--- src/verilog/ps2_mouse_pkg.sv ---
package ps2_mouse_pkg;

  // one byte on the ps/2 wire.
  typedef logic [7:0] byte_t;

  // three-byte movement packet, status first.
  typedef struct packed {
    byte_t status;
    byte_t x;
    byte_t y;
  } mouse_packet_t;

  // filtered view of the bus.
  typedef struct packed {
    logic clk_fall; // one cycle per filtered falling edge.
    logic data;
  } ps2_sample_t;

  // cpu register map.
  typedef enum logic [1:0] {
    reg_status = 2'd0,
    reg_x      = 2'd1,
    reg_y      = 2'd2,
    reg_error  = 2'd3
  } reg_addr_t;

  localparam byte_t cmd_enable_reporting = 8'hF4;
  localparam byte_t rsp_ack              = 8'hFA;

endpackage

--- src/verilog/ps2_line_arbiter.sv ---
module ps2_line_arbiter import ps2_mouse_pkg::*; #(
  parameter int unsigned FILTER_LEN = 4
) (
  input  logic        clk,
  input  logic        arst_n,
  input  logic        ps2_clk_in,
  input  logic        ps2_data_in,
  input  logic        tx_req,
  input  logic        rx_busy,
  input  logic        clk_low,
  input  logic        data_low,
  output logic        tx_grant,
  output ps2_sample_t sample,
  output ps2_sample_t rx_sample,
  output logic        ps2_clk_drive_low,
  output logic        ps2_data_drive_low
);

  localparam int unsigned FLT_W = $clog2(FILTER_LEN + 1);

  typedef enum logic {
    owner_rx,
    owner_tx
  } owner_t;

  owner_t           owner;
  logic [1:0]       clk_sync;
  logic [1:0]       data_sync;
  logic [FLT_W-1:0] flt_cnt;
  logic             clk_filt;
  logic             clk_filt_q;

  // idle bus is high, so everything resets to one.
  always_ff @(posedge clk or negedge arst_n) begin
    if (!arst_n) begin
      clk_sync   <= 2'b11;
      data_sync  <= 2'b11;
      flt_cnt    <= '0;
      clk_filt   <= 1'b1;
      clk_filt_q <= 1'b1;
    end else begin
      clk_sync   <= {clk_sync[0], ps2_clk_in};
      data_sync  <= {data_sync[0], ps2_data_in};
      clk_filt_q <= clk_filt;
      if (clk_sync[1] == clk_filt) begin
        flt_cnt <= '0;
      end else if (flt_cnt == FLT_W'(FILTER_LEN - 1)) begin
        clk_filt <= clk_sync[1]; // level held long enough.
        flt_cnt  <= '0;
      end else begin
        flt_cnt <= flt_cnt + 1'b1;
      end
    end
  end

  // tx only gets the bus between rx frames.
  always_ff @(posedge clk or negedge arst_n) begin
    if (!arst_n) begin
      owner <= owner_rx;
    end else begin
      case (owner)
        owner_rx: if (tx_req && !rx_busy) owner <= owner_tx;
        owner_tx: if (!tx_req) owner <= owner_rx;
        default:  owner <= owner_rx;
      endcase
    end
  end

  assign tx_grant = (owner == owner_tx);

  assign sample.clk_fall    = clk_filt_q & ~clk_filt;
  assign sample.data        = data_sync[1];
  assign rx_sample.clk_fall = sample.clk_fall & ~tx_grant; // hide host-driven edges.
  assign rx_sample.data     = sample.data;

  assign ps2_clk_drive_low  = tx_grant & clk_low;
  assign ps2_data_drive_low = tx_grant & data_low;

endmodule

--- src/verilog/ps2_rx.sv ---
module ps2_rx import ps2_mouse_pkg::*; (
  input  logic        clk,
  input  logic        arst_n,
  input  ps2_sample_t sample,
  output byte_t       rx_byte,
  output logic        byte_valid,
  output logic        parity_err,
  output logic        rx_busy
);

  typedef enum logic [1:0] {
    st_idle,
    st_shift,
    st_stop
  } rx_state_t;

  rx_state_t  state;
  logic [3:0] bit_cnt;
  logic [8:0] frame; // parity in bit 8, data lsb first below.
  logic       frame_ok;

  // odd parity over data and parity bit, stop bit must be high.
  assign frame_ok = (^frame) & sample.data;

  // 11 edges per frame.
  // start in idle, 8 data plus parity in shift, stop in stop.
  always_ff @(posedge clk or negedge arst_n) begin
    if (!arst_n) begin
      state      <= st_idle;
      bit_cnt    <= '0;
      byte_valid <= 1'b0;
      parity_err <= 1'b0;
    end else begin
      byte_valid <= 1'b0;
      parity_err <= 1'b0;
      if (sample.clk_fall) begin
        case (state)
          st_idle: begin
            if (!sample.data) begin // high start bit is ignored.
              state   <= st_shift;
              bit_cnt <= '0;
            end
          end
          st_shift: begin
            bit_cnt <= bit_cnt + 4'd1;
            if (bit_cnt == 4'd8) begin
              state <= st_stop;
            end
          end
          st_stop: begin
            byte_valid <= frame_ok;
            parity_err <= ~frame_ok;
            state      <= st_idle;
          end
          default: state <= st_idle;
        endcase
      end
    end
  end

  always_ff @(posedge clk) begin
    if (sample.clk_fall && state == st_shift) begin
      frame <= {sample.data, frame[8:1]};
    end
  end

  assign rx_byte = frame[7:0];
  assign rx_busy = (state != st_idle);

endmodule

--- src/verilog/ps2_tx.sv ---
module ps2_tx import ps2_mouse_pkg::*; #(
  parameter int unsigned INHIBIT_CYCLES = 64
) (
  input  logic        clk,
  input  logic        arst_n,
  input  ps2_sample_t sample,
  input  logic        send_start,
  input  byte_t       cmd,
  input  logic        tx_grant,
  output logic        tx_req,
  output logic        clk_low,
  output logic        data_low,
  output logic        tx_done,
  output logic        tx_ack_err
);

  localparam int unsigned INH_W = $clog2(INHIBIT_CYCLES + 1);

  typedef enum logic [2:0] {
    st_idle,
    st_request,
    st_inhibit,
    st_rts,
    st_shift
  } tx_state_t;

  tx_state_t        state;
  logic [INH_W-1:0] inh_cnt;
  logic [3:0]       bit_cnt;
  logic [10:0]      tx_frame; // stop, parity, data, start.

  always_ff @(posedge clk or negedge arst_n) begin
    if (!arst_n) begin
      state      <= st_idle;
      inh_cnt    <= '0;
      bit_cnt    <= '0;
      tx_req     <= 1'b0;
      tx_done    <= 1'b0;
      tx_ack_err <= 1'b0;
    end else begin
      tx_done <= 1'b0;
      case (state)
        st_idle: begin
          if (send_start) begin
            tx_req <= 1'b1;
            state  <= st_request;
          end
        end
        st_request: begin
          if (tx_grant) begin
            inh_cnt <= '0;
            state   <= st_inhibit;
          end
        end
        st_inhibit: begin
          if (inh_cnt == INH_W'(INHIBIT_CYCLES - 1)) begin
            state <= st_rts;
          end else begin
            inh_cnt <= inh_cnt + 1'b1;
          end
        end
        st_rts: begin // data low while clock is still held.
          bit_cnt <= '0;
          state   <= st_shift;
        end
        st_shift: begin
          if (sample.clk_fall) begin
            bit_cnt <= bit_cnt + 4'd1;
            if (bit_cnt == 4'd10) begin
              // eleventh edge carries the device ack.
              tx_ack_err <= sample.data;
              tx_done    <= 1'b1;
              tx_req     <= 1'b0;
              state      <= st_idle;
            end
          end
        end
        default: state <= st_idle;
      endcase
    end
  end

  // next bit goes out after each device falling edge.
  always_ff @(posedge clk) begin
    if (state == st_idle && send_start) begin
      tx_frame <= {1'b1, ~^cmd, cmd, 1'b0};
    end else if (state == st_shift && sample.clk_fall) begin
      tx_frame <= {1'b1, tx_frame[10:1]};
    end
  end

  assign clk_low  = (state == st_inhibit) || (state == st_rts);
  assign data_low = ((state == st_rts) || (state == st_shift)) & ~tx_frame[0];

endmodule

--- src/verilog/ps2_packet_ctrl.sv ---
module ps2_packet_ctrl import ps2_mouse_pkg::*; (
  input  logic      clk,
  input  logic      arst_n,
  input  logic      byte_valid,
  input  logic      parity_err,
  input  logic      tx_done,
  input  byte_t     rx_byte,
  input  logic      io_cs,
  input  reg_addr_t addr,
  output logic      send_start,
  output byte_t     cmd,
  output byte_t     rd_data,
  output logic      dav,
  output logic      ack_seen
);

  typedef enum logic [1:0] {
    send_cmd,
    wait_done,
    wait_ack,
    packets
  } ctrl_state_t;

  ctrl_state_t   state;
  logic [1:0]    byte_cnt;
  logic          err_flag;
  logic          pkt_done;
  mouse_packet_t stage;
  mouse_packet_t pkt;

  assign cmd      = cmd_enable_reporting;
  assign pkt_done = (state == packets) && byte_valid && (byte_cnt == 2'd2);

  always_ff @(posedge clk or negedge arst_n) begin
    if (!arst_n) begin
      state      <= send_cmd;
      byte_cnt   <= '0;
      send_start <= 1'b0;
      ack_seen   <= 1'b0;
      dav        <= 1'b0;
      err_flag   <= 1'b0;
    end else begin
      send_start <= 1'b0;
      ack_seen   <= 1'b0;
      case (state)
        send_cmd: begin
          send_start <= 1'b1;
          state      <= wait_done;
        end
        wait_done: if (tx_done) state <= wait_ack;
        wait_ack: begin
          if (byte_valid && rx_byte == rsp_ack) begin
            ack_seen <= 1'b1;
            state    <= packets;
          end
        end
        packets: begin
          if (parity_err) begin
            byte_cnt <= '0; // drop partial packet.
          end else if (byte_valid) begin
            byte_cnt <= (byte_cnt == 2'd2) ? 2'd0 : byte_cnt + 2'd1;
          end
        end
        default: state <= send_cmd;
      endcase

      // reads clear, new events win.
      if (io_cs && addr == reg_y) dav <= 1'b0;
      if (pkt_done) dav <= 1'b1;
      if (io_cs && addr == reg_error) err_flag <= 1'b0;
      if (parity_err) err_flag <= 1'b1;
    end
  end

  always_ff @(posedge clk) begin
    if (state == packets && byte_valid) begin
      case (byte_cnt)
        2'd0:    stage.status <= rx_byte;
        2'd1:    stage.x      <= rx_byte;
        default: stage.y      <= rx_byte;
      endcase
    end
    if (pkt_done) begin
      pkt <= '{status: stage.status, x: stage.x, y: rx_byte};
    end
  end

  always_comb begin
    rd_data = '0;
    if (io_cs) begin
      case (addr)
        reg_status: rd_data = pkt.status;
        reg_x:      rd_data = pkt.x;
        reg_y:      rd_data = pkt.y;
        reg_error:  rd_data = {7'd0, err_flag};
        default:    rd_data = '0;
      endcase
    end
  end

endmodule

--- src/verilog/ps2_mouse.sv ---
module ps2_mouse import ps2_mouse_pkg::*; #(
  parameter int unsigned FILTER_LEN     = 4,
  parameter int unsigned INHIBIT_CYCLES = 64
) (
  input  logic      clk,
  input  logic      arst_n,
  input  logic      ps2_clk_in,
  input  logic      ps2_data_in,
  output logic      ps2_clk_drive_low,
  output logic      ps2_data_drive_low,
  input  logic      io_cs,
  input  reg_addr_t addr,
  output byte_t     rd_data,
  output logic      dav,
  output logic      tx_done,
  output logic      ack_seen
);

  ps2_sample_t sample;
  ps2_sample_t rx_sample;
  logic        tx_grant;
  logic        tx_req;
  logic        clk_low;
  logic        data_low;
  logic        rx_busy;
  logic        byte_valid;
  logic        parity_err;
  logic        send_start;
  byte_t       rx_byte;
  byte_t       cmd;

  ps2_line_arbiter #(
    .FILTER_LEN(FILTER_LEN)
  ) i_arbiter (
    .clk                (clk),
    .arst_n             (arst_n),
    .ps2_clk_in         (ps2_clk_in),
    .ps2_data_in        (ps2_data_in),
    .tx_req             (tx_req),
    .rx_busy            (rx_busy),
    .clk_low            (clk_low),
    .data_low           (data_low),
    .tx_grant           (tx_grant),
    .sample             (sample),
    .rx_sample          (rx_sample),
    .ps2_clk_drive_low  (ps2_clk_drive_low),
    .ps2_data_drive_low (ps2_data_drive_low)
  );

  ps2_rx i_rx (
    .clk        (clk),
    .arst_n     (arst_n),
    .sample     (rx_sample),
    .rx_byte    (rx_byte),
    .byte_valid (byte_valid),
    .parity_err (parity_err),
    .rx_busy    (rx_busy)
  );

  // ack error is not mapped to a register.
  ps2_tx #(
    .INHIBIT_CYCLES(INHIBIT_CYCLES)
  ) i_tx (
    .clk        (clk),
    .arst_n     (arst_n),
    .sample     (sample),
    .send_start (send_start),
    .cmd        (cmd),
    .tx_grant   (tx_grant),
    .tx_req     (tx_req),
    .clk_low    (clk_low),
    .data_low   (data_low),
    .tx_done    (tx_done),
    .tx_ack_err ()
  );

  ps2_packet_ctrl i_ctrl (
    .clk        (clk),
    .arst_n     (arst_n),
    .byte_valid (byte_valid),
    .parity_err (parity_err),
    .tx_done    (tx_done),
    .rx_byte    (rx_byte),
    .io_cs      (io_cs),
    .addr       (addr),
    .send_start (send_start),
    .cmd        (cmd),
    .rd_data    (rd_data),
    .dav        (dav),
    .ack_seen   (ack_seen)
  );

endmodule

--- config.mk ---
export PLATFORM = sky130hd
export DESIGN_NAME = ps2_mouse
export DESIGN_NICKNAME = d
export VERILOG_FILES = /design/src/verilog/ps2_mouse_pkg.sv /design/src/verilog/ps2_line_arbiter.sv /design/src/verilog/ps2_rx.sv /design/src/verilog/ps2_tx.sv /design/src/verilog/ps2_packet_ctrl.sv /design/src/verilog/ps2_mouse.sv
export SDC_FILE = /design/constraint.sdc
export NUM_CORES = 1
export LEC_CHECK = 0
export ABC_CLOCK_PERIOD_IN_PS = 4190
export BUFFER_PORTS_ARGS = -buffer_cell sky130_fd_sc_hd__buf_2
export CORE_MARGIN = 4
export CORE_UTILIZATION = 57
export CTS_CLUSTER_SIZE = 25
export DETAILED_ROUTE_END_ITERATION = 7
export PLACE_DENSITY = 0.72
export SKIP_CTS_REPAIR_TIMING = 1
export SLEW_MARGIN = 0
export SYNTH_ARGS = -nofsm -noshare
export SYNTH_HDL_FRONTEND = slang
export SYNTH_SLANG_ARGS = --single-unit
--- constraint.sdc ---
create_clock -name clk -period 4.19 [get_ports clk]
set_clock_uncertainty 0.2 [all_clocks]
set_input_delay 0.2095 -clock clk [delete_from_list [all_inputs] [get_ports clk]]
set_output_delay 0.2095 -clock clk [all_outputs]
set_load 0.05 [all_outputs]
==> metrics.md <==
| Metric | Value |
|---|---|
| Outcome | `finished, final reports clean` |
| Mapped cell area | `4150 um2` |
| Worst Hold Depth | `3` |
| Post-layout util | `65.8%` |
| Share of layout cells above drive strength 1 | `15.2%` |
| Initial core utilization | `59.8%` |
| Synthesized area per cell | `12.9 um2` |
| Pins Over Slew Limit | `0` |
| Critical path endpoint category | `flip-flop` |
| Post-Route WL | `~6200 um` |
| Peak VDD IR | `0.000250 V` |
| Synth warn | `0` |
| Non-Filler Instances | `445` |
| CTS max path bufs | `2` |
| Reg-to-Reg Start | `i_ctrl.state[0]` |
| Vias in the first global route | `2286` |
| Asr flop ratio synth | `between 40% and 50%` |
| Hold/Removal Path Class | `input port to flip-flop` |
| Slew margin rel. | `between 10% and 20%` |
| Initial antenna violation count | `0` |
| Area grow syn2layout | `9.94%` |
| Hold endpoint | `i_ctrl.err_flag` |
| Overflow after GRT | `0` |
| Critical path type | `flip-flop to flip-flop` |
| Worst EP arrival | `2.06 ns` |
| # DRC | `0` |
| R2r setup slk | `1.90 ns` |
| Simple-gate share of the synthesized area | `~15%` |
| Die ar. | `8720 um2` |
| Clock transition at path regs | `roughly 0.090 ns` |
| Switching Fraction | `21.2%` |
| TritonCTS Buffers | `9` |
| CP Max Fanout | `9` |
| Final hold viol count | `0` |
| Largest family of logic cells by synthesized area | `simple AND/OR/NAND/NOR gates` |
| Drt first pass iters | `6` |
| Metal2 WL | `just over 3000 um` |
| Die Height | `93.4 um` |
| H-tree levels | `3` |
| Post-synth EDFFs | `between 40 and 50` |
| Overall power | `between 1.5 and 2 mW` |
| Met1 WL | `2800 um` |
| Final setup margin | `1.90 ns` |
| Detailed router's first-iteration violation count | `111` |
| Final #Nets | `366` |
| RSZ-0062 raised after global routing | `no` |
| # rows | `30` |
| Drt via density | `5.25` |
| Total track usage | `16.1%` |
| Share of the yosys chip area belonging to registers | `roughly two thirds` |
| Reg2Reg Depth | `3` |
| # port buffers | `19` |
| DR top layer | `met4` |
| First-pass GRT wire length | `between 10000 and 15000 um` |
| Ant diodes | `0` |
| Final Critical Period | `2.29 ns` |
| Via count | `2337` |
| Placer Congestion | `~0.74` |
| Clock sinks | `101` |
| Mapped Cells | `321` |
| Ys flop type | `edfxtp_1` |
| Crit path launch | `i_ctrl.state[0]` |
| Hold path start | `io_cs` |
| WL per Instance | `approximately 14 um` |
| Clock latency on the worst-skew pair | `0.35 ns` |
| PwrDens | `384 nW/um2` |
| Final Cycle Share | `54.7%` |
| Synth Area in Compound Gates | `7.08%` |
| Setup_tns | `0 ns` |
| Core Area | `6940 um2` |
| Leak pwr | `1.86 nW` |
| Place WS | `1.92 ns` |
| Cell internal pwr | `1.38 mW` |
| #FFs+latches synth | `101` |
| Synth Area in Adders | `between 4 and 5%` |
| Final setup fails | `0` |
| Detail Route Antenna Nets | `0` |
| Worst EP required | `3.96 ns` |
| Multiplexer area fraction after synthesis | `3.28%` |
| Cells after DPL | `426` |
| I/O Pins | `20` |
| Measured slew at the worst slew-check pin | `1.21 ns` |
| Clock network fraction of design power | `34.1%` |
| Distinct cells, synth | `44` |
| Highest clock rate | `between 400 and 500 MHz` |
| RR Endpoint | `i_ctrl.stage[15]` |
| Psw | `roughly 0.37 mW` |
| Post-synth net total | `~340` |
| Sequential share of power | `between 60 and 70%` |
| Crit start category | `flip-flop` |
| Pin count of the biggest net entering global routing | `43` |
| Detailed placement HPWL | `4310 um` |
| CTS tree | `done` |
| Die width | `a little over 90 um` |
| WL met3 | `240 um` |
| Clock Root Buffer | `clkbuf_8` |
| Post-synthesis xor/xnor area fraction | `2.44%` |
| Max-cap violations | `0` |
| Comb pwr share | `4.8%` |
| Filler cell count | `527` |
[cell usage in the layout (no fill, tap or decap), drive strengths merged, types with 2 or more instances in the layout]
| cell type | n |
|---|---|
| a22o | 8 |
| dlygate4sd3 | 3 |
| a21o | 2 |
| dfxtp | 10 |
| and2 | 13 |
| nand3b | 7 |
| buf | 20 |
| xnor2 | 4 |
| clkbuf | 13 |
| xor2 | 5 |
| nand2b | 4 |
| inv | 16 |
| dfstp | 6 |
| o21a | 2 |
| nand3 | 17 |
| nor3 | 9 |
| nor3b | 5 |
| mux2i | 8 |
| o21ai | 18 |
| nor2 | 13 |
| nand2 | 33 |
| ha | 15 |
| or3b | 2 |
| mux2 | 3 |
| o22ai | 2 |
| dfrtp | 36 |
| nor2b | 4 |
| a21oi | 10 |
| edfxtp | 49 |
[kinds of logic after synthesis]
kind of cell / after synthesis
DFF: 101
AOI/OAI and AO/OA: 46
buffers and inverters: 25
adders and majority gates: 15
muxes: 12
xor gates and xnor gates: 10
and+or+nand+nor: 112
[state kept, by name (all words and copies together), names as in the netlist, 2 cells and up]
| name | flops |
|---|---|
| i_arbiter.clk_sync | 2 |
| i_arbiter.data_sync | 2 |
| i_arbiter.flt_cnt | 3 |
| i_ctrl.byte_cnt | 2 |
| i_ctrl.pkt | 24 |
| i_ctrl.stage | 16 |
| i_ctrl.state | 2 |
| i_rx.bit_cnt | 4 |
| i_rx.frame | 9 |
| i_rx.state | 2 |
| i_tx.bit_cnt | 4 |
| i_tx.inh_cnt | 7 |
| i_tx.state | 3 |
| i_tx.tx_frame | 10 |
[worst max path at each step]
stage	end	slack, ns
2_1_floorplan	i_ctrl.pkt[0]	1.19
3_3_place_gp	i_ctrl.stage[12]	2.01
3_5_place_dp	i_ctrl.stage[22]	1.92
4_1_cts	i_ctrl.stage[22]	1.91
5_1_grt	i_ctrl.byte_cnt[0]	1.73
6_report	i_ctrl.stage[15]	1.90
[critical path: stages, from the launching register on]
cell	delay [ns]
dfrtp_1	0.44
ha_1	0.23
nand2_1	0.11
nor3_1	0.93
[synth_stat cells (all sizes together), types with 4 or more instances]
cell type,number,area [um2]
buf,4,20.0
nand2,33,124
nand3b,7,52.6
edfxtp,49,1470
o21ai,18,93.8
inv,14,52.6
dfstp,6,158
nand3,17,85.1
a21oi,10,50.1
dfrtp,36,901
mux2i,8,80.1
nor3,9,45.0
xor2,5,43.8
and2,13,85.1
clkbuf,7,28.8
nand2b,4,25.0
nor2b,4,25.0
a22o,8,70.1
xnor2,4,35.0
dfxtp,10,200
nor3b,5,60.1
ha,15,188
nor2,13,48.8
[cell type report]
cell class	count	area, um2	share of cell area [%]
Clock inverter	3	23.8	0.521
Sequential cell	101	2730	59.8
Inverter	14	52.6	1.15
Multi-Input combinational cell	195	1330	29.1
Timing Repair Buffer	23	133	2.90
Clock buffer	13	180	3.95
Tap cell	96	120	2.63
[routing by layer]
layer,GRT usage [%],vias up
met4,5.13,0
met1,20.3,1127
met2,26.3,29
met3,5.55,4
li1,-,1177
met5,0,-
[power by group through the flow]
stage	clock, mW	combinational [mW]	sequential [mW]
global placement	0	0.0825	1.09
global route	0.664	0.0946	1.08
detailed placement	0	0.0835	1.09
CTS	0.622	0.0836	1.07
floorplan	0	0.0607	1.09
finish	0.598	0.0835	1.07
[stage by stage]
stage,hold slack [ns],instance area [um2]
final,0.0493,4570
after global routing,0.0629,4570
after global placement,0.116,4330
after CTS,-0.272,4540
after detailed placement,0.116,4330
after floorplan,-0.286,4150
(Power assumes the default switching activity.)
